File: config.mk
export PLATFORM = sky130hd
export DESIGN_NAME = dma_resp_top
export DESIGN_NICKNAME = d
export VERILOG_FILES = /design/src/logic/dma_pkg.sv /design/src/logic/dma_flit_fifo.sv /design/src/logic/dma_resp_writer.sv /design/src/logic/dma_wb_arbiter.sv /design/src/logic/dma_resp_top.sv
export SDC_FILE = /design/constraint.sdc
export NUM_CORES = 1
export LEC_CHECK = 0
export BUFFER_PORTS_ARGS = -buffer_cell sky130_fd_sc_hd__buf_2
export CORE_MARGIN = 5
export CORE_UTILIZATION = 40
export CTS_CLUSTER_SIZE = 24
export DETAILED_ROUTE_END_ITERATION = 8
export MAX_ROUTING_LAYER = met4
export SYNTH_ARGS = -nofsm -noshare
export SYNTH_HDL_FRONTEND = slang
export SYNTH_SLANG_ARGS = --single-unit
File: constraint.sdc
create_clock -name clk -period 4.8 [get_ports clk]
set_clock_uncertainty 0.1 [all_clocks]
set_input_delay 0.48 -clock clk [delete_from_list [all_inputs] [get_ports clk]]
set_output_delay 0.48 -clock clk [all_outputs]
set_load 0.1 [all_outputs]
File: src/logic/dma_pkg.sv
`default_nettype none

package dma_pkg;

  //////////////////////////////////////////////////////////////////////
  // Bus and flit widths
  //////////////////////////////////////////////////////////////////////

  localparam int ADDR_WIDTH      = 32;
  localparam int DATA_WIDTH      = 32;
  localparam int WORD_BYTES      = 4;    // Full words only
  localparam int FLIT_KIND_WIDTH = 2;
  localparam int FLIT_WIDTH      = FLIT_KIND_WIDTH + DATA_WIDTH;  // 34

  // NoC flit, kind on top of content
  typedef struct packed {
    logic [FLIT_KIND_WIDTH-1:0] kind;
    logic [DATA_WIDTH-1:0]      content;
  } flit_t;

  // Flit kind codes
  localparam logic [FLIT_KIND_WIDTH-1:0] FLIT_KIND_MIDDLE = 2'b00;
  localparam logic [FLIT_KIND_WIDTH-1:0] FLIT_KIND_FIRST  = 2'b01;
  localparam logic [FLIT_KIND_WIDTH-1:0] FLIT_KIND_LAST   = 2'b10;
  localparam logic [FLIT_KIND_WIDTH-1:0] FLIT_KIND_SINGLE = 2'b11;

  //////////////////////////////////////////////////////////////////////
  // Header layout, bit positions inside the flit content
  //////////////////////////////////////////////////////////////////////

  localparam int TABLE_ENTRIES   = 4;
  localparam int TABLE_PTR_WIDTH = $clog2(TABLE_ENTRIES);  // 2

  localparam int PKT_TYPE_WIDTH  = 2;
  localparam int PKT_TYPE_MSB    = 31;
  localparam int PKT_TYPE_LSB    = 30;
  localparam int PKT_RESP_LAST   = 29;   // Last packet of a response
  localparam int PKT_ID_MSB      = TABLE_PTR_WIDTH - 1;
  localparam int PKT_ID_LSB      = 0;

  // Packet types, anything else is dropped
  localparam logic [PKT_TYPE_WIDTH-1:0] PKT_L2R_RESP = 2'd1;
  localparam logic [PKT_TYPE_WIDTH-1:0] PKT_R2L_RESP = 2'd2;

  localparam int PACKET_DEPTH = 16;      // Flit buffer per channel

  // Wishbone cycle type identifiers
  localparam int                    CTI_WIDTH = 3;
  localparam logic [CTI_WIDTH-1:0] CTI_INCR  = 3'b010;
  localparam logic [CTI_WIDTH-1:0] CTI_END   = 3'b111;

endpackage

`default_nettype wire

File: src/logic/dma_flit_fifo.sv
`default_nettype none

module dma_flit_fifo #(
  parameter int DEPTH = 16
) (
  input  logic           clk,
  input  logic           rst,
  input  dma_pkg::flit_t in_flit_i,
  input  logic           in_valid_i,
  output logic           in_ready_o,
  output dma_pkg::flit_t out_flit_o,
  output logic           out_valid_o,
  input  logic           out_ready_i
);

  localparam int PTR_WIDTH = (DEPTH > 1) ? $clog2(DEPTH) : 1;
  localparam int CNT_WIDTH = $clog2(DEPTH + 1);

  dma_pkg::flit_t       mem [DEPTH];   // Flit storage
  logic [PTR_WIDTH-1:0] wr_ptr_q;
  logic [PTR_WIDTH-1:0] rd_ptr_q;
  logic [CNT_WIDTH-1:0] count_q;       // Occupancy
  logic [CNT_WIDTH-1:0] count_d;
  logic                 ready_q;       // Registered not-full
  logic                 push;
  logic                 pop;

  assign push        = in_valid_i & ready_q;
  assign pop         = out_valid_o & out_ready_i;
  assign in_ready_o  = ready_q;
  assign out_valid_o = (count_q != '0);
  assign out_flit_o  = mem[rd_ptr_q];  // Head always visible

  assign count_d = count_q + CNT_WIDTH'(push) - CNT_WIDTH'(pop);

  //////////////////////////////////////////////////////////////////////
  // Pointers and count
  //////////////////////////////////////////////////////////////////////

  always_ff @(posedge clk) begin
    if (rst) begin
      wr_ptr_q <= '0;
      rd_ptr_q <= '0;
      count_q  <= '0;
      ready_q  <= 1'b0;                // Low in reset, up one cycle later
    end else begin
      if (push) begin
        wr_ptr_q <= (wr_ptr_q == PTR_WIDTH'(DEPTH - 1)) ? '0 : wr_ptr_q + 1'b1;
      end
      if (pop) begin
        rd_ptr_q <= (rd_ptr_q == PTR_WIDTH'(DEPTH - 1)) ? '0 : rd_ptr_q + 1'b1;
      end
      count_q <= count_d;
      ready_q <= (count_d != CNT_WIDTH'(DEPTH));  // Drop when full
    end
  end

  // Storage write
  always_ff @(posedge clk) begin
    if (push) begin
      mem[wr_ptr_q] <= in_flit_i;
    end
  end

endmodule

`default_nettype wire

File: src/logic/dma_resp_writer.sv
`default_nettype none

module dma_resp_writer (
  input  logic                                clk,
  input  logic                                rst,
  input  dma_pkg::flit_t                      flit_i,
  input  logic                                flit_valid_i,
  output logic                                flit_ready_o,
  output logic                                wb_cyc_o,
  output logic                                wb_stb_o,
  output logic                                wb_we_o,
  output logic [dma_pkg::ADDR_WIDTH-1:0]      wb_adr_o,
  output logic [dma_pkg::DATA_WIDTH-1:0]      wb_dat_o,
  output logic [dma_pkg::CTI_WIDTH-1:0]       wb_cti_o,
  input  logic                                wb_ack_i,
  output logic                                done_en_o,
  output logic [dma_pkg::TABLE_PTR_WIDTH-1:0] done_pos_o
);

  typedef enum logic [1:0] {
    ST_IDLE,      // Waiting for a header
    ST_GET_SIZE,  // Size flit, not needed here
    ST_GET_ADDR,  // Start address
    ST_DATA       // Burst of data flits
  } state_t;

  state_t                              state_q;
  state_t                              state_d;
  logic [dma_pkg::TABLE_PTR_WIDTH-1:0] resp_id_q;
  logic [dma_pkg::TABLE_PTR_WIDTH-1:0] resp_id_d;
  logic                                resp_last_q;  // Completes the entry
  logic                                resp_last_d;
  logic [dma_pkg::ADDR_WIDTH-1:0]      addr_q;       // Running address
  logic [dma_pkg::ADDR_WIDTH-1:0]      addr_d;

  logic                                is_head;
  logic                                last_flit;
  logic [dma_pkg::PKT_TYPE_WIDTH-1:0]  pkt_type;
  logic [dma_pkg::TABLE_PTR_WIDTH-1:0] hdr_id;
  logic                                beat_done;

  //////////////////////////////////////////////////////////////////////
  // Flit decode
  //////////////////////////////////////////////////////////////////////

  assign is_head   = (flit_i.kind == dma_pkg::FLIT_KIND_FIRST) |
                     (flit_i.kind == dma_pkg::FLIT_KIND_SINGLE);
  assign last_flit = (flit_i.kind == dma_pkg::FLIT_KIND_LAST) |
                     (flit_i.kind == dma_pkg::FLIT_KIND_SINGLE);
  assign pkt_type  = flit_i.content[dma_pkg::PKT_TYPE_MSB:dma_pkg::PKT_TYPE_LSB];
  assign hdr_id    = flit_i.content[dma_pkg::PKT_ID_MSB:dma_pkg::PKT_ID_LSB];
  assign beat_done = flit_valid_i & wb_ack_i;  // Only meaningful in ST_DATA

  // Bus payload straight from the buffered flit
  assign wb_adr_o = addr_q;
  assign wb_dat_o = flit_i.content;
  assign wb_cti_o = last_flit ? dma_pkg::CTI_END : dma_pkg::CTI_INCR;

  //////////////////////////////////////////////////////////////////////
  // Next state and outputs
  //////////////////////////////////////////////////////////////////////

  always_comb begin
    state_d      = state_q;
    resp_id_d    = resp_id_q;
    resp_last_d  = resp_last_q;
    addr_d       = addr_q;
    flit_ready_o = 1'b0;
    wb_cyc_o     = 1'b0;
    wb_stb_o     = 1'b0;
    wb_we_o      = 1'b0;
    done_en_o    = 1'b0;
    done_pos_o   = resp_id_q;

    case (state_q)
      ST_IDLE: begin
        flit_ready_o = 1'b1;           // Stray and unknown flits drain here
        if (flit_valid_i && is_head) begin
          if (pkt_type == dma_pkg::PKT_L2R_RESP) begin
            done_en_o  = 1'b1;         // Header only, complete now
            done_pos_o = hdr_id;
          end else if (pkt_type == dma_pkg::PKT_R2L_RESP) begin
            resp_id_d   = hdr_id;
            resp_last_d = flit_i.content[dma_pkg::PKT_RESP_LAST];
            state_d     = ST_GET_SIZE;
          end
        end
      end

      ST_GET_SIZE: begin
        flit_ready_o = 1'b1;
        if (flit_valid_i) begin
          state_d = ST_GET_ADDR;
        end
      end

      ST_GET_ADDR: begin
        flit_ready_o = 1'b1;
        if (flit_valid_i) begin
          addr_d  = flit_i.content;
          state_d = ST_DATA;
        end
      end

      ST_DATA: begin
        wb_cyc_o     = 1'b1;           // Hold the bus for the whole burst
        wb_stb_o     = flit_valid_i;   // Beat only with a flit in hand
        wb_we_o      = 1'b1;
        flit_ready_o = wb_ack_i;       // Pop on ack
        if (beat_done) begin
          addr_d = addr_q + dma_pkg::ADDR_WIDTH'(dma_pkg::WORD_BYTES);
          if (last_flit) begin
            state_d    = ST_IDLE;
            done_en_o  = resp_last_q;
            done_pos_o = resp_id_q;
          end
        end
      end

      default: begin
        state_d = ST_IDLE;
      end
    endcase
  end

  always_ff @(posedge clk) begin
    if (rst) begin
      state_q <= ST_IDLE;
    end else begin
      state_q <= state_d;
    end
  end

  // Header and address payload
  always_ff @(posedge clk) begin
    resp_id_q   <= resp_id_d;
    resp_last_q <= resp_last_d;
    addr_q      <= addr_d;
  end

endmodule

`default_nettype wire

File: src/logic/dma_wb_arbiter.sv
`default_nettype none

module dma_wb_arbiter (
  input  logic                           clk,
  input  logic                           rst,
  input  logic                           req0_cyc_i,
  input  logic                           req0_stb_i,
  input  logic                           req0_we_i,
  input  logic [dma_pkg::ADDR_WIDTH-1:0] req0_adr_i,
  input  logic [dma_pkg::DATA_WIDTH-1:0] req0_dat_i,
  input  logic [dma_pkg::CTI_WIDTH-1:0]  req0_cti_i,
  output logic                           req0_ack_o,
  input  logic                           req1_cyc_i,
  input  logic                           req1_stb_i,
  input  logic                           req1_we_i,
  input  logic [dma_pkg::ADDR_WIDTH-1:0] req1_adr_i,
  input  logic [dma_pkg::DATA_WIDTH-1:0] req1_dat_i,
  input  logic [dma_pkg::CTI_WIDTH-1:0]  req1_cti_i,
  output logic                           req1_ack_o,
  output logic                           wb_cyc_o,
  output logic                           wb_stb_o,
  output logic                           wb_we_o,
  output logic [dma_pkg::ADDR_WIDTH-1:0] wb_adr_o,
  output logic [dma_pkg::DATA_WIDTH-1:0] wb_dat_o,
  output logic [dma_pkg::CTI_WIDTH-1:0]  wb_cti_o,
  output logic [dma_pkg::WORD_BYTES-1:0] wb_sel_o,
  input  logic                           wb_ack_i
);

  logic [1:0] grant_q;    // One-hot, zero while the bus is free
  logic       last_q;     // Writer served last
  logic       pick1;      // Round-robin choice
  logic       burst_end;

  // Writer 1 wins alone, or on a tie when writer 0 went last
  assign pick1 = req1_cyc_i & (~req0_cyc_i | ~last_q);

  //////////////////////////////////////////////////////////////////////
  // Bus mux
  //////////////////////////////////////////////////////////////////////

  assign wb_cyc_o = (grant_q[0] & req0_cyc_i) | (grant_q[1] & req1_cyc_i);
  assign wb_stb_o = (grant_q[0] & req0_stb_i) | (grant_q[1] & req1_stb_i);
  assign wb_we_o  = grant_q[1] ? req1_we_i  : req0_we_i;
  assign wb_adr_o = grant_q[1] ? req1_adr_i : req0_adr_i;
  assign wb_dat_o = grant_q[1] ? req1_dat_i : req0_dat_i;
  assign wb_cti_o = grant_q[1] ? req1_cti_i : req0_cti_i;
  assign wb_sel_o = '1;                  // Word writes only

  // Ack back to the owner only
  assign req0_ack_o = wb_ack_i & grant_q[0];
  assign req1_ack_o = wb_ack_i & grant_q[1];

  assign burst_end = wb_cyc_o & wb_stb_o & wb_ack_i &
                     (wb_cti_o == dma_pkg::CTI_END);

  //////////////////////////////////////////////////////////////////////
  // Grant, held for a whole burst
  //////////////////////////////////////////////////////////////////////

  always_ff @(posedge clk) begin
    if (rst) begin
      grant_q <= 2'b00;
      last_q  <= 1'b1;                   // First tie goes to writer 0
    end else if (grant_q == 2'b00) begin
      if (req0_cyc_i | req1_cyc_i) begin
        grant_q <= pick1 ? 2'b10 : 2'b01;
        last_q  <= pick1;
      end
    end else if (burst_end | ~wb_cyc_o) begin
      grant_q <= 2'b00;                  // Free after the END beat
    end
  end

endmodule

`default_nettype wire

File: src/logic/dma_resp_top.sv
`default_nettype none

module dma_resp_top (
  input  logic                                clk,
  input  logic                                rst,
  input  dma_pkg::flit_t                      noc0_flit_i,
  input  logic                                noc0_valid_i,
  output logic                                noc0_ready_o,
  input  dma_pkg::flit_t                      noc1_flit_i,
  input  logic                                noc1_valid_i,
  output logic                                noc1_ready_o,
  output logic                                wb_cyc_o,
  output logic                                wb_stb_o,
  output logic                                wb_we_o,
  output logic [dma_pkg::ADDR_WIDTH-1:0]      wb_adr_o,
  output logic [dma_pkg::DATA_WIDTH-1:0]      wb_dat_o,
  output logic [dma_pkg::CTI_WIDTH-1:0]       wb_cti_o,
  output logic [dma_pkg::WORD_BYTES-1:0]      wb_sel_o,
  input  logic                                wb_ack_i,
  output logic                                done0_en_o,
  output logic [dma_pkg::TABLE_PTR_WIDTH-1:0] done0_pos_o,
  output logic                                done1_en_o,
  output logic [dma_pkg::TABLE_PTR_WIDTH-1:0] done1_pos_o
);

  // FIFO to writer
  dma_pkg::flit_t buf0_flit, buf1_flit;
  logic           buf0_valid, buf1_valid;
  logic           buf0_ready, buf1_ready;

  // Writer to arbiter
  logic                           w0_cyc, w0_stb, w0_we, w0_ack;
  logic                           w1_cyc, w1_stb, w1_we, w1_ack;
  logic [dma_pkg::ADDR_WIDTH-1:0] w0_adr, w1_adr;
  logic [dma_pkg::DATA_WIDTH-1:0] w0_dat, w1_dat;
  logic [dma_pkg::CTI_WIDTH-1:0]  w0_cti, w1_cti;

  //////////////////////////////////////////////////////////////////////
  // Channel 0
  //////////////////////////////////////////////////////////////////////

  dma_flit_fifo #(.DEPTH(dma_pkg::PACKET_DEPTH)) i_fifo0 (
    .clk(clk), .rst(rst),
    .in_flit_i(noc0_flit_i), .in_valid_i(noc0_valid_i), .in_ready_o(noc0_ready_o),
    .out_flit_o(buf0_flit), .out_valid_o(buf0_valid), .out_ready_i(buf0_ready)
  );

  dma_resp_writer i_writer0 (
    .clk(clk), .rst(rst),
    .flit_i(buf0_flit), .flit_valid_i(buf0_valid), .flit_ready_o(buf0_ready),
    .wb_cyc_o(w0_cyc), .wb_stb_o(w0_stb), .wb_we_o(w0_we),
    .wb_adr_o(w0_adr), .wb_dat_o(w0_dat), .wb_cti_o(w0_cti), .wb_ack_i(w0_ack),
    .done_en_o(done0_en_o), .done_pos_o(done0_pos_o)
  );

  //////////////////////////////////////////////////////////////////////
  // Channel 1
  //////////////////////////////////////////////////////////////////////

  dma_flit_fifo #(.DEPTH(dma_pkg::PACKET_DEPTH)) i_fifo1 (
    .clk(clk), .rst(rst),
    .in_flit_i(noc1_flit_i), .in_valid_i(noc1_valid_i), .in_ready_o(noc1_ready_o),
    .out_flit_o(buf1_flit), .out_valid_o(buf1_valid), .out_ready_i(buf1_ready)
  );

  dma_resp_writer i_writer1 (
    .clk(clk), .rst(rst),
    .flit_i(buf1_flit), .flit_valid_i(buf1_valid), .flit_ready_o(buf1_ready),
    .wb_cyc_o(w1_cyc), .wb_stb_o(w1_stb), .wb_we_o(w1_we),
    .wb_adr_o(w1_adr), .wb_dat_o(w1_dat), .wb_cti_o(w1_cti), .wb_ack_i(w1_ack),
    .done_en_o(done1_en_o), .done_pos_o(done1_pos_o)
  );

  // Shared master port
  dma_wb_arbiter i_arbiter (
    .clk(clk), .rst(rst),
    .req0_cyc_i(w0_cyc), .req0_stb_i(w0_stb), .req0_we_i(w0_we),
    .req0_adr_i(w0_adr), .req0_dat_i(w0_dat), .req0_cti_i(w0_cti), .req0_ack_o(w0_ack),
    .req1_cyc_i(w1_cyc), .req1_stb_i(w1_stb), .req1_we_i(w1_we),
    .req1_adr_i(w1_adr), .req1_dat_i(w1_dat), .req1_cti_i(w1_cti), .req1_ack_o(w1_ack),
    .wb_cyc_o(wb_cyc_o), .wb_stb_o(wb_stb_o), .wb_we_o(wb_we_o),
    .wb_adr_o(wb_adr_o), .wb_dat_o(wb_dat_o), .wb_cti_o(wb_cti_o),
    .wb_sel_o(wb_sel_o), .wb_ack_i(wb_ack_i)
  );

endmodule

`default_nettype wire

### Word level (Yosys, flattened, before mapping)

Memories as Yosys holds them, arrays and structs flattened. A register that Yosys moved wholly into a read port is not among the register bits.
Cells that the tools add are included.

| operators by class | value |
|---|---|
| add/sub/neg operators | 10 |
| $mul | 0 |
| divide/modulo/power cells | 0 |
| magnitude comparators | 0 |
| equality and inequality tests | 38 |
| shifts and indexed selects | 0 |
| multiplexer cells | 66 |
| bitwise operators | 30 |
| reduce and logical (&&, ||, !) cells | 20 |

Operators with widths:

| operator | number |
|---|---|
| $mux 32 | 6 |
| $pmux 32 s2 | 2 |
| $add 32x3->32 const B | 2 |
| $mux 2 | 24 |
| $mux 4 | 8 |
| $eq 2x2->1 const B | 10 |
| $mux 1 | 17 |
| $add 4x1->4 const B | 4 |
| $and 1x1->1 | 16 |
| $eq 4x4->1 const B | 4 |
| $ne 2x1->1 const B | 8 |
| $pmux 2 s4 | 2 |
| $ne 2x2->1 const B | 7 |
| $reduce_and 7->1 | 2 |
| $eq 2x1->1 const B | 6 |
| $add 5x1->5 | 2 |
| $ne 5x5->1 const B | 2 |
| $reduce_bool 5->1 | 2 |
| $sub 5x1->5 | 2 |
| $mux 3 | 3 |
| $or 1x1->1 | 9 |
| $pmux 1 s2 | 4 |
| $reduce_and 4->1 | 2 |
| $logic_not 2->1 | 3 |
| 7 further kinds | 17 |

| word-level totals | value |
|---|---|
| flip-flop bits (word level) | 105 |
| latch bits | 0 |
| RAM bits | 1,088 |
| bits in read-only memories | 0 |
| bits of input ports | 73 |
| output and inout bits | 82 |
| logic and storage cells | 184 |
| memories kept | 2 |

Memories:

| memory | depth | bits a word | rd ports | clocked after Yosys merged registers in | write ports | RTL line | source |
|---|---|---|---|---|---|---|---|
| i_fifo0.mem | 16 | 34 | 1 | 1 | 1 | dma_flit_fifo.sv:19 | `dma_pkg::flit_t mem [DEPTH];` |
| i_fifo1.mem | 16 | 34 | 1 | 1 | 1 | dma_flit_fifo.sv:19 |  |

### Depth between registers and ports, before layout

Gate-level depths: netlist (run 1).

| logic depth | value |
|---|---|
| word-level depth | 10 |
| mapped depth | 14 |

### Hierarchy

A second synthesis (run 1) with hierarchy kept.

| unflattened totals | value |
|---|---|
| cells, all modules | 2,541 |
| area total of the unflattened synthesis | 48,700.5 µm² |

By module, submodules not included:

| module | times used | cells an instance | area an instance (µm²) | sequential area each (µm²) |
|---|---|---|---|---|
| dma_flit_fifo (i_fifo0) | 1 | 944 | 21,259.1 | 16,696.0 |
| dma_flit_fifo (i_fifo1) | 1 | 948 | 21,244.1 | 16,696.0 |
| dma_resp_writer (i_writer0) | 1 | 275 | 2,560.0 | 1,091.0 |
| dma_resp_writer (i_writer1) | 1 | 266 | 2,546.2 | 1,091.0 |
| dma_wb_arbiter | 1 | 108 | 1,091.0 | 60.1 |

### Least setup slack after synthesis (run 1)

OpenSTA, ideal clock, no wires.

| timing path | value |
|---|---|
| kind | register to register |
| start point | register i_fifo0.ready_q (netlist: i_fifo0.in_ready_o) |
| end point | memory i_fifo0.mem[3][0] (netlist bit), enable pin |
| library setup time | 0.467 ns |
| data arrival time | 3.954 ns |
| data required time | 4.233 ns |
| setup slack | 0.279 ns |
| stages on the path, launching flop included | 5 |
| path buffers | 1 |
| period minus slack after synthesis | 4.521 ns |
| cell sequence | dfxtp_1 -> and2_1 -> clkbuf_1 -> nand2_1 -> nor3_1 |

| on the way | value |
|---|---|
| longest elaborated chain between the ends | 3 |

Ends and longest elaborated chain:

| element | RTL line | source |
|---|---|---|
| from (decl) | dma_flit_fifo.sv:24 | `logic ready_q;` |
| from (signal assigned) | dma_flit_fifo.sv:54 | `ready_q <= (count_d != CNT_WIDTH'(DEPTH));` |
| $and 1x1->1 | dma_flit_fifo.sv:28 | `assign push = in_valid_i & ready_q;` |
| net i_fifo0.push | dma_flit_fifo.sv:25 | `logic push;` |
| $mux 1 | dma_flit_fifo.sv:60 | `if (push) begin` |
| $mux 1 (not written as such) | dma_flit_fifo.sv:61 | `mem[wr_ptr_q] <= in_flit_i;` |
| to (decl) | dma_flit_fifo.sv:19 |  |

The timed path passes the listed nets, and every way through them passes these cells.

==> results of run 1 <==
## sequential cells by signal (all words and copies together), names as in the netlist, 5 cells and up, named ones only
register	count
i_fifo0.count_q	5
i_fifo0.mem	544
i_fifo1.count_q	5
i_fifo1.mem	544
i_writer0.wb_adr_o	32
i_writer1.wb_adr_o	32
## layout by cell type, fill, tap and decap left out, drive strengths merged, types with 3 or more instances in the layout
| master | netlist | final |
|---|---|---|
| o21ai | 64 | 64 |
| nand2b | 13 | 13 |
| clkinv | 1 | 57 |
| or3 | 5 | 5 |
| xor2 | 34 | 34 |
| nand4 | 16 | 16 |
| nor2b | 8 | 8 |
| o22ai | 5 | 5 |
| clkbuf | 51 | 137 |
| edfxtp | 1158 | 1158 |
| a211oi | 4 | 4 |
| dfxtp | 43 | 43 |
| ha | 33 | 33 |
| mux4 | 328 | 328 |
| nor4b | 3 | 3 |
| bufinv | 0 | 11 |
| nor3b | 3 | 3 |
| nand2 | 113 | 113 |
| dlygate4sd3 | 0 | 3 |
| a21oi | 19 | 19 |
| mux2 | 70 | 70 |
| clkinvlp | 0 | 7 |
| inv | 25 | 30 |
| diode | 0 | 3 |
| nor2 | 76 | 76 |
| nand3 | 31 | 31 |
| a22oi | 4 | 4 |
| mux2i | 17 | 17 |
| nor4 | 3 | 3 |
| and2 | 8 | 8 |
| a21o | 4 | 4 |
| buf | 70 | 217 |
| conb | 1 | 5 |
| nor3 | 19 | 19 |
| and4 | 6 | 6 |
| and3 | 15 | 15 |
| xnor2 | 38 | 38 |
## cell families (layout without fill, tap and decap cells)
logic type               after synthesis  count (layout)  synth area share (%)
flip-flops                          1201            1201                  74.1
AO/OA/AOI/OAI                        115             115                  1.40
multiplexers                         415             415                  17.4
buffers and inverters                147             462                  1.58
other                                  1               8               0.00780
AND/OR/NAND/NOR                      325             325                  3.25
XOR/XNOR                              72              72                  1.31
adder cells (fa/ha/maj)               35              35                 0.942
## layer usage
metal	vias up	track usage, %
met5	-	-
met4	0	3.63
met3	182	3.91
met2	875	28.5
met1	12700	26.8
li1	9947	-
## path summary, 6_finish.rpt
| path | endpoint | from | slack (ns) |
|---|---|---|---|
| setup reg to reg | i_fifo1.in_ready_o$_SDFF_PP0_ | i_fifo1.count_q[3]$_SDFF_PP0_ | 1.49 |
| hold reg to reg | register | i_fifo0.rd_ptr_q[1]$_SDFFE_PP0P_ | 0.42 |
| hold / removal | i_fifo1.mem[6][14]$_DFFE_PP_ | noc1_flit_i[14] | 0.05 |
| setup / recovery | wb_dat_o[12] | register | 0.36 |
## what timing repair did
item                       4_1_cts  5_1_grt
setup endpoints to repair        0        0
hold endpoints to repair        29        0
hold buffers                     3        0
## final cells by class
| cell class | instances | area (um^2) | area share [%] |
|---|---|---|---|
| sequential | 1201 | 35700 | 65.1 |
| multi-input combinational | 967 | 11900 | 21.7 |
| clock buffer | 137 | 3050 | 5.56 |
| tap | 1612 | 2020 | 3.68 |
| timing repair buffer | 220 | 1360 | 2.48 |
| clock inverter | 79 | 724 | 1.32 |
| inverter | 26 | 97.6 | 0.178 |
| antenna | 3 | 7.51 | 0.0137 |
## metrics by stage
stage	total power, mW	hold WS, ns
floorplan	18.2	0.381
global placement	19.9	0.398
detailed placement	20.0	0.406
CTS	29.1	0.00110
global route	29.9	0.0241
finish	28.7	0.0486
## power by group
group,internal [mW],switching [mW]
Sequential,11.9,0.464
Clock,5.12,3.89
Combinational,2.88,4.43
==> summary.md, run 1 <==
| Metric | Value |
|---|---|
| Synth cell count leaders | edfxtp_1, mux4_2, nand2_1 |
| Met3 WL post-DR | 9170 um |
| Layout cells sized above 1 | a little under a third |
| Synth Instances | 2,311 |
| Initial DRC Count | 2,473 |
| Die X | 357 um |
| Final nets | 2,643 |
| Worst Setup End Kind | primary output |
| Minimum clock period | roughly 4.4 ns |
| Clk_lat worst skew | 0.71 ns |
| Post-CTS resize count | 0 |
| Boundary Pins | 155 |
| Max FO, Critical Path | 52 |
| Core Area | around 0.12 mm^2 |
| Post-synth EDFFs | ~1,200 |
| Tot GR Track Use | 18.8% |
| Starting Density | approximately two fifths |
| Placed cell areas | 0.0510 mm^2 |
| Largest net degree at the start of global routing | 73 |
| CTS sink cnt | 1,201 |
| Flops & latches, synth | 1,201 |
| Port Buffers | 149 |
| Max_cap viols | 0 |
| Mean Syn Cell Area | about 21 um^2 |
| Total CTS buffers | 119 |
| Most frequent CP cell | mux4_2 |
| Critical Path, Cell by Cell | buf_12 -> mux4_2 -> mux4_2 -> mux2_2 -> buf_2 |
| Crit path largest cell delay | between 0.8 and 0.9 ns |
| Vias in the first global route | ~24,000 |
| Num rows | 127 |
| H-tree levels | 3 |
| Gr ovfl total | 0 |
| Detailed-route DRC error count | 0 |
| Initial antenna violation count | 24 |
| Setup-failing EPs final | 0 |
| Critical path startpoint category | register |
| Total stage count of the critical path | 5 |
| CP Data Arrival Time | ~3.9 ns |
| CTS tree | yes |
| Setup TNS | 0 ns |
| Clk pin slew, worst setup/hold paths | 0.06 ns |
| Status | complete, no violations |
| Dpl ws | around 0.98 ns |
| Reg2Reg Depth | 15 |
| Fill cells | between 9,000 and 10,000 |
| Top_reg_cell synth | edfxtp_1 |
| # Post-CTS Setup Buffers | 0 |
| Placed insts | 4,023 |
| Area growth from synthesis to layout | 14.1% |
| Critical path required time | 4.22 ns |
| Area leader, netlist | edfxtp_1 |
| Vias per inst | approximately 5.6 |
| Worst hold path type | input port to register |
| Hold Path Cell Cnt | 1 |
| CTS root buffer | clkbuf_16 |
| Slew Limit Fails | 0 |
| Slew @ Worst Pin | 1.22 ns |
| WL final | roughly 120,000 um |
| M1 WL | 50,500 um |
| Worst rel slew slack | a little under a fifth |
| Critical-path top delay cell | dfxtp_4 |
| Fin cells | ~4,200 |
| First-pass GRT wire length | 169,000 um |
| Top Metal Used | met4 |
| Hold Violations, Final | 0 |
| Chip height | 357 um |
| CP bufs+invs | 2 |
| CTS max path bufs | 3 |
| Tcrit/Tclk final | 92.6% |
| F_max | around 230 MHz |
| YS warnings | 0 |
| DR vias | 23,700 |
| FFs w/ async S/R, synth | 0% |
| RSZ-0062 raised after global routing | no |
| RePlAce Congestion | about 0.83 |
| Worst setup margin | 0.357 ns |
| Yosys top cell area share | 72.4% |
| Die Area | about 0.13 mm^2 |
| PwrDens | about 520 mW/mm^2 |
| Final core utilization | 45.8% |
| Count leader, synth | edfxtp_1 |
| WL/cell | 27.4 um |
| Routed wl met2 | 54,300 um |
| Antenna-violating nets left | 0 |
| Leakage Power | 17.1 nW |
| Synth area leaders | edfxtp_1, mux4_2, dfxtp_1 |
| Maximum VDD drop | 0.000635 V |
| Placed wire-length estimate | 69,700 um |
| Post-synthesis cell type count | 62 |
| Drt pass-1 iters | 5 |
| Top delay family on crit path | multiplexers |
| Sequential element share of the synthesized area | 74.1% |
| Setup CP Type | register to primary output |
| Post-route cell area | 0.0548 mm^2 |
| Synth Cell Area | 0.0481 mm^2 |
No activity file was read; power rests on OpenSTA's default activity.
==> inputs of run 2 (changes only) <==
--- a/config.mk
+++ b/config.mk
@@ -6,11 +6,14 @@
 export NUM_CORES = 1
 export LEC_CHECK = 0
 export BUFFER_PORTS_ARGS = -buffer_cell sky130_fd_sc_hd__buf_2
+export CELL_PAD_IN_SITES_DETAIL_PLACEMENT = 1
+export CELL_PAD_IN_SITES_GLOBAL_PLACEMENT = 2
 export CORE_MARGIN = 5
 export CORE_UTILIZATION = 40
 export CTS_CLUSTER_SIZE = 24
 export DETAILED_ROUTE_END_ITERATION = 8
 export MAX_ROUTING_LAYER = met4
+export PLACE_DENSITY_LB_ADDON = 0.1
 export SYNTH_ARGS = -nofsm -noshare
 export SYNTH_HDL_FRONTEND = slang
 export SYNTH_SLANG_ARGS = --single-unit
==> run 2 against run 1 <==
Effect of this change:
- sequential cell count stayed put
- die area is the same
- sequential power barely moved
- first-iteration DRC count fell by 21%
- global-route usage grew 1.7 points
- clock power grew 12%
- final cell count increased by 2.2%
- design area up 2.2%
- register-to-register slack worse by 0.19 ns
- critical path depth unchanged
- setup slack lost 0.0093 ns
- critical path type unchanged
- highest routed layer unchanged
==> summary.md, run 2 (same netlist as run 1, synthesis figures left out) <==
| Metric | Value |
|---|---|
| Vias in the first global route | 25,600 (was 24,200) |
| Critical Path, Cell by Cell | buf_4 -> mux4_2 -> mux4_2 -> mux2_2 -> buf_2 (was buf_12 -> mux4_2 -> mux4_2 -> mux2_2 -> buf_2) |
| Core Area | 0.120 mm^2 (unchanged) |
| First-pass GRT wire length | 182,000 um (was 169,000 um) |
| Tcrit/Tclk final | 92.8% (was 92.6%) |
| WL/cell | 28.8 um (was 27.4 um) |
| Area growth from synthesis to layout | 16.6% (was 14.1%) |
| Maximum VDD drop | 0.000689 V (was 0.000635 V) |
| Final nets | 2,719 (was 2,643) |
| Die Area | 0.127 mm^2 (unchanged) |
| Most frequent CP cell | mux4_2 (unchanged) |
| Final core utilization | 46.8% (was 45.8%) |
| Port Buffers | 149 (unchanged) |
| Critical path required time | 4.22 ns (about the same) |
| Gr ovfl total | 0 (unchanged) |
| Setup CP Type | register to primary output (unchanged) |
| Minimum clock period | 4.45 ns (was 4.44 ns) |
| Top delay family on crit path | multiplexers (unchanged) |
| Origin of the critical flop-to-flop path | i_fifo1.count_q[3]$_SDFF_PP0_ (unchanged) |
| RSZ-0062 raised after global routing | no (unchanged) |
| Tot GR Track Use | 20.5% (was 18.8%) |
| Placed wire-length estimate | 73,000 um (was 69,700 um) |
| Slew @ Worst Pin | 1.12 ns (was 1.22 ns) |
| PwrDens | 535 mW/mm^2 (was 524 mW/mm^2) |
| Drt pass-1 iters | 5 (unchanged) |
| CTS tree | yes (unchanged) |
| H-tree levels | 4 (was 3) |
| Vias per inst | 5.46 (was 5.59) |
| CTS max path bufs | 3 (unchanged) |
| Setup TNS | 0 ns (unchanged) |
| Most frequent cells in the layout | edfxtp_1, mux4_2, buf_2 (unchanged) |
| Worst rel slew slack | 25.1% (was 18.3%) |
| Die X | 357 um (unchanged) |
| Critical path startpoint category | register (unchanged) |
| CP Data Arrival Time | 3.87 ns (was 3.86 ns) |
| Initial DRC Count | 1,944 (was 2,473) |
| Critical-path top delay cell | dfxtp_4 (unchanged) |
| RePlAce Congestion | 0.778 (was 0.826) |
| Layout cells sized above 1 | 31.2% (was 31.6%) |
| Internal reg-to-reg setup slack | 1.30 ns (was 1.49 ns) |
| DR vias | 23,700 (about the same) |
| CTS sink cnt | 1,201 (unchanged) |
| Antenna-violating nets left | 0 (unchanged) |
| Max_cap viols | 0 (unchanged) |
| Num rows | 127 (unchanged) |
| Top Registers | i_fifo0.mem: 544 flops, i_fifo1.mem: 544 flops (unchanged) |
| Clk_lat worst skew | 0.74 ns (was 0.71 ns) |
| Total CTS buffers | 135 (was 119) |
| Slew Limit Fails | 0 (unchanged) |
| Worst Setup End Kind | primary output (unchanged) |
| Leakage Power | 17.7 nW (was 17.1 nW) |
| Starting Density | 40.2% (unchanged) |
| Worst hold path type | input port to register (unchanged) |
| Initial antenna violation count | 9 (was 24) |
| Status | complete, no violations (unchanged) |
| Chip height | 357 um (unchanged) |
| Setup-failing EPs final | 0 (unchanged) |
| Largest net degree at the start of global routing | 73 (unchanged) |
| Clk pin slew, worst setup/hold paths | 0.06 ns (about the same) |
| WL final | 125,000 um (was 116,000 um) |
| Most common cell after layout, fill and taps aside | edfxtp_1 (unchanged) |
| Crit path largest cell delay | 0.86 ns (was 0.85 ns) |
| Max FO, Critical Path | 38 (was 52) |
| CP bufs+invs | 2 (unchanged) |
| Hold_sp | wb_ack_i (was noc1_flit_i[14]) |
| F_max | 225 MHz (about the same) |
| Boundary Pins | 155 (unchanged) |
| Hold Violations, Final | 0 (unchanged) |
| Detailed-route DRC error count | 0 (unchanged) |
| Post-CTS resize count | 0 (unchanged) |
| CTS root buffer | clkbuf_16 (unchanged) |
[run 2: area by class of cell]
cell class,instances,area (um^2)
Fill cell,10900,63600
Clock buffer,166,3660
Inverter,26,97.6
Multi-Input combinational cell,967,11900
Tap cell,1612,2020
Antenna cell,5,12.5
Timing Repair Buffer,280,2020
Clock inverter,80,653
Sequential cell,1201,35700
[run 2: timing repair]
item | 4_1_cts | 5_1_grt
hold buffers | 68 | 0
endpoints found under the setup margin | 0 | 0
setup buffers | 0 | 0
endpoints found under the hold margin | 1052 | 0
[run 2: report_power, final]
part           internal, mW  switching [mW]
sequential             11.9           0.470
clock                  5.91            4.16
combinational          2.94            4.57
[run 2: routing by layer]
metal	vias up	track usage (%)	share of wire (%)
met5	-	-	0
met4	0	4.92	1.9
met3	171	4.13	5.6
met2	597	29.7	45
met1	12800	30.0	47
li1	10100	-	-
[run 2: stage by stage]
stage | instance area, um^2 | cells | setup slack (ns) | power (mW) | hold WS (ns)
2_1_floorplan | 48100 | 2315 | 0.279 | 18.2 | 0.381
3_3_place_gp | 51000 | 4018 | 1.02 | 20.1 | 0.395
3_5_place_dp | 51000 | 4018 | 1.02 | 20.2 | 0.413
4_1_cts | 56000 | 4332 | 0.197 | 30.4 | 0.119
5_1_grt | 56000 | 4336 | 0.0854 | 31.3 | 0.174
6_report | 56000 | 4337 | 0.347 | 30.0 | 0.180
[run 2: worst paths after layout]
path / endpoint / cells past startpoint
hold reg to reg: register / 2
setup reg to reg: i_fifo1.in_ready_o$_SDFF_PP0_ / 15
setup / recovery: wb_dat_o[21] / 5
hold / removal: i_arbiter.grant_q[0]$_SDFFE_PP0P_ / 4
[run 2: tightest hold or removal path, stage by stage]
cell and delay (ns):
buf_2 0.12, nor3b_1 0.15, nand2b_1 0.07, a41o_1 0.15
==> inputs of run 3 (changes only) <==
--- a/config.mk
+++ b/config.mk
@@ -5,6 +5,7 @@
 export SDC_FILE = /design/constraint.sdc
 export NUM_CORES = 1
 export LEC_CHECK = 0
+export ABC_AREA = 1
 export BUFFER_PORTS_ARGS = -buffer_cell sky130_fd_sc_hd__buf_2
 export CELL_PAD_IN_SITES_DETAIL_PLACEMENT = 1
 export CELL_PAD_IN_SITES_GLOBAL_PLACEMENT = 2
==> run 3 against run 2 <==
Effect of this change:
- area after synthesis increased by 3.8%
- final cell count increased by 39%
- power grew 17%
- global-route usage increased by 4.3 points
- critical path type unchanged
- largest power group unchanged
==> summary.md, run 3 <==
| Metric | Value |
|---|---|
| Slew @ Worst Pin | 1.19 ns (was 1.12 ns) |
| Setup-failing EPs final | 0 (unchanged) |
| Multi-input logic area | 0.0125 mm^2 (was 0.0119 mm^2) |
| Mean Syn Cell Area | 12.3 um^2 (was 20.8 um^2) |
| CTS sink cnt | 1,201 (unchanged) |
| Flops & latches, synth | 1,201 (unchanged) |
| Port Buffers | 149 (unchanged) |
| Sequential element share of the synthesized area | 71.4% (was 74.1%) |
| Hold Violations, Final | 0 (unchanged) |
| Post-synthesis cell type count | 45 (was 62) |
| Register area | 0.0357 mm^2 (unchanged) |
| Num rows | 129 (was 127) |
| Leakage Power | 19.6 nW (was 17.7 nW) |
| Count leader, synth | edfxtp_1 (unchanged) |
| H-tree levels | 4 (unchanged) |
| PwrDens | 608 mW/mm^2 (was 535 mW/mm^2) |
| Gr ovfl total | 0 (unchanged) |
| Most common cell after layout, fill and taps aside | edfxtp_1 (unchanged) |
| Final nets | 4,365 (was 2,719) |
| Starting Density | 40.3% (was 40.2%) |
| Tcrit/Tclk final | 94.7% (was 92.8%) |
| Clk_lat worst skew | 0.76 ns (was 0.74 ns) |
| Fill cells | 12,800 (was 10,900) |
| Layout cells sized above 1 | 11.7% (was 31.2%) |
| Clk pin slew, worst setup/hold paths | 0.06 ns (about the same) |
| Tot GR Track Use | 24.8% (was 20.5%) |
| Drt pass-1 iters | 5 (unchanged) |
| Setup TNS | 0 ns (unchanged) |
| Status | complete, no violations (unchanged) |
| Top_reg_cell synth | edfxtp_1 (unchanged) |
| Critical path required time | 4.22 ns (about the same) |
| CTS hold repair buffers | 66 (was 68) |
| Synth Instances | 4,063 (was 2,311) |
| Max FO, Critical Path | 104 (was 38) |
| Minimum clock period | 4.54 ns (was 4.45 ns) |
| RePlAce Congestion | 0.849 (was 0.778) |
| Yosys top cell area share | 69.7% (was 72.4%) |
| Detailed-route DRC error count | 0 (unchanged) |
| Maximum VDD drop | 0.000674 V (was 0.000689 V) |
| Die Area | 0.132 mm^2 (was 0.127 mm^2) |
| Power Total | 35.1 mW (was 30.0 mW) |
| RSZ-0062 raised after global routing | no (unchanged) |
| Initial DRC Count | 2,612 (was 1,944) |
| Most frequent cells in the layout | edfxtp_1, nor2_1, o21ai_0 (was edfxtp_1, mux4_2, buf_2) |
| Placed wire-length estimate | 95,800 um (was 73,000 um) |
| Total CTS buffers | 136 (was 135) |
| CTS max path bufs | 3 (unchanged) |
| Slew Limit Fails | 0 (unchanged) |
| CP Data Arrival Time | 3.96 ns (was 3.87 ns) |
| F_max | 220 MHz (was 225 MHz) |
| Max_cap viols | 0 (unchanged) |
| CTS tree | yes (unchanged) |
| Post-CTS resize count | 0 (unchanged) |
| Synth cell count leaders | edfxtp_1, nor2_1, o21ai_0 (was edfxtp_1, mux4_2, nand2_1) |
| Worst rel slew slack | 20.4% (was 25.1%) |
| Vias per inst | 5.60 (was 5.46) |
| Top Registers | i_fifo0.mem: 544 flops, i_fifo1.mem: 544 flops (unchanged) |
| Core Area | 0.124 mm^2 (was 0.120 mm^2) |
| Chip height | 363 um (was 357 um) |
| Vias in the first global route | 34,200 (was 25,600) |
| YS warnings | 0 (unchanged) |
| Worst Setup End Kind | primary output (unchanged) |
| Critical path startpoint category | register (unchanged) |
| Largest net degree at the start of global routing | 191 (was 73) |
| Initial antenna violation count | 17 (was 9) |
| Worst hold path type | input port to register (unchanged) |
| CTS root buffer | clkbuf_16 (unchanged) |
| Post-synth EDFFs | 1,158 (unchanged) |
| First-pass GRT wire length | 234,000 um (was 182,000 um) |
| Antenna-violating nets left | 0 (unchanged) |
| Setup CP Type | register to primary output (unchanged) |
| DR vias | 33,700 (was 23,700) |
| Area growth from synthesis to layout | 15.6% (was 16.6%) |
| Synth Cell Area | 0.0499 mm^2 (was 0.0481 mm^2) |
| Die X | 363 um (was 357 um) |
| Boundary Pins | 155 (unchanged) |
| Area leader, netlist | edfxtp_1 (unchanged) |
| WL/cell | 26.8 um (was 28.8 um) |
| # Post-CTS Setup Buffers | 0 (unchanged) |
| Synth area leaders | edfxtp_1, o21ai_0, nor2_1 (was edfxtp_1, mux4_2, dfxtp_1) |
| WL final | 161,000 um (was 125,000 um) |
| FFs w/ async S/R, synth | 0% (unchanged) |
[run 3: metrics by stage]
| stage | cell area (um^2) | cells | setup WS [ns] | hold slack (ns) | utilization (%) |
|---|---|---|---|---|---|
| 4_1_cts | 57700 | 6001 | 0.154 | 0.00328 | 46.6 |
| 6_report | 57700 | 6012 | 0.257 | 0.0636 | 46.6 |
| 2_1_floorplan | 49900 | 4067 | 0.807 | 0.351 | - |
| 3_3_place_gp | 52500 | 5690 | 1.03 | 0.369 | 42.4 |
| 3_5_place_dp | 52500 | 5690 | 0.991 | 0.380 | 42.4 |
| 5_1_grt | 57700 | 6012 | 0.0115 | 0.0235 | 46.6 |
[run 3: final cells by class]
cell class,instances,share of cell area (%)
sequential,1201,61.8
multi-input combinational,2425,21.7
clock buffer,173,6.54
timing repair buffer,309,3.83
tap,1637,3.55
clock inverter,72,1.27
inverter,184,1.23
antenna,11,0.0477
[run 3: path summary, 6_finish.rpt]
check,cells after the start,slack (ns),to,start
setup / recovery,9,0.26,wb_dat_o[15],register
hold / removal,1,0.06,i_fifo0.mem[4][33]$_DFFE_PP_,noc0_flit_i[33]
hold reg to reg,2,0.40,register,i_fifo0.rd_ptr_q[2]$_SDFFE_PP0P_
setup reg to reg,12,1.69,i_fifo1.in_ready_o$_SDFF_PP0_,i_writer1.state_q[0]$_SDFFE_PP0P_
[run 3: report_power, final]
part / switching (mW) / internal (mW)
Combinational: 9.33 / 2.59
Clock: 4.26 / 6.30
Sequential: 0.431 / 12.2
Total: 14.0 / 21.1
[run 3: layer usage]
| metal | up-vias | part of all wire [%] | track usage, % |
|---|---|---|---|
| met1 | 17400 | 48 | 35.7 |
| met4 | 0 | 2.3 | 6.58 |
| met3 | 192 | 6.3 | 5.23 |
| met2 | 843 | 43 | 36.0 |
| met5 | - | 0 | - |
| li1 | 15300 | - | - |
[run 3: critical path, cell delays in order, from the launching register on]
cell	delay (ns)
dfxtp_4	0.51
inv_8	0.48
buf_4	0.51
o21ai_0	0.16
o221ai_1	0.22
nand3_1	0.10
nand2_1	0.19
nor2_1	0.15
a31oi_1	0.26
buf_2	0.47
[run 3: kinds of logic (layout without fill, tap and decap cells)]
family                   count (synthesis)  after routing  share of synthesized area (%)
XOR/XNOR                                57             57                           1.00
AO/OA/AOI/OAI                          948            948                           11.4
flip-flops                            1201           1201                           71.4
buffers and inverters                  441            738                           4.03
AND/OR/NAND/NOR                       1380           1380                           11.2
other                                    1             16                        0.00751
adder cells (fa/ha/maj)                 35             35                          0.908
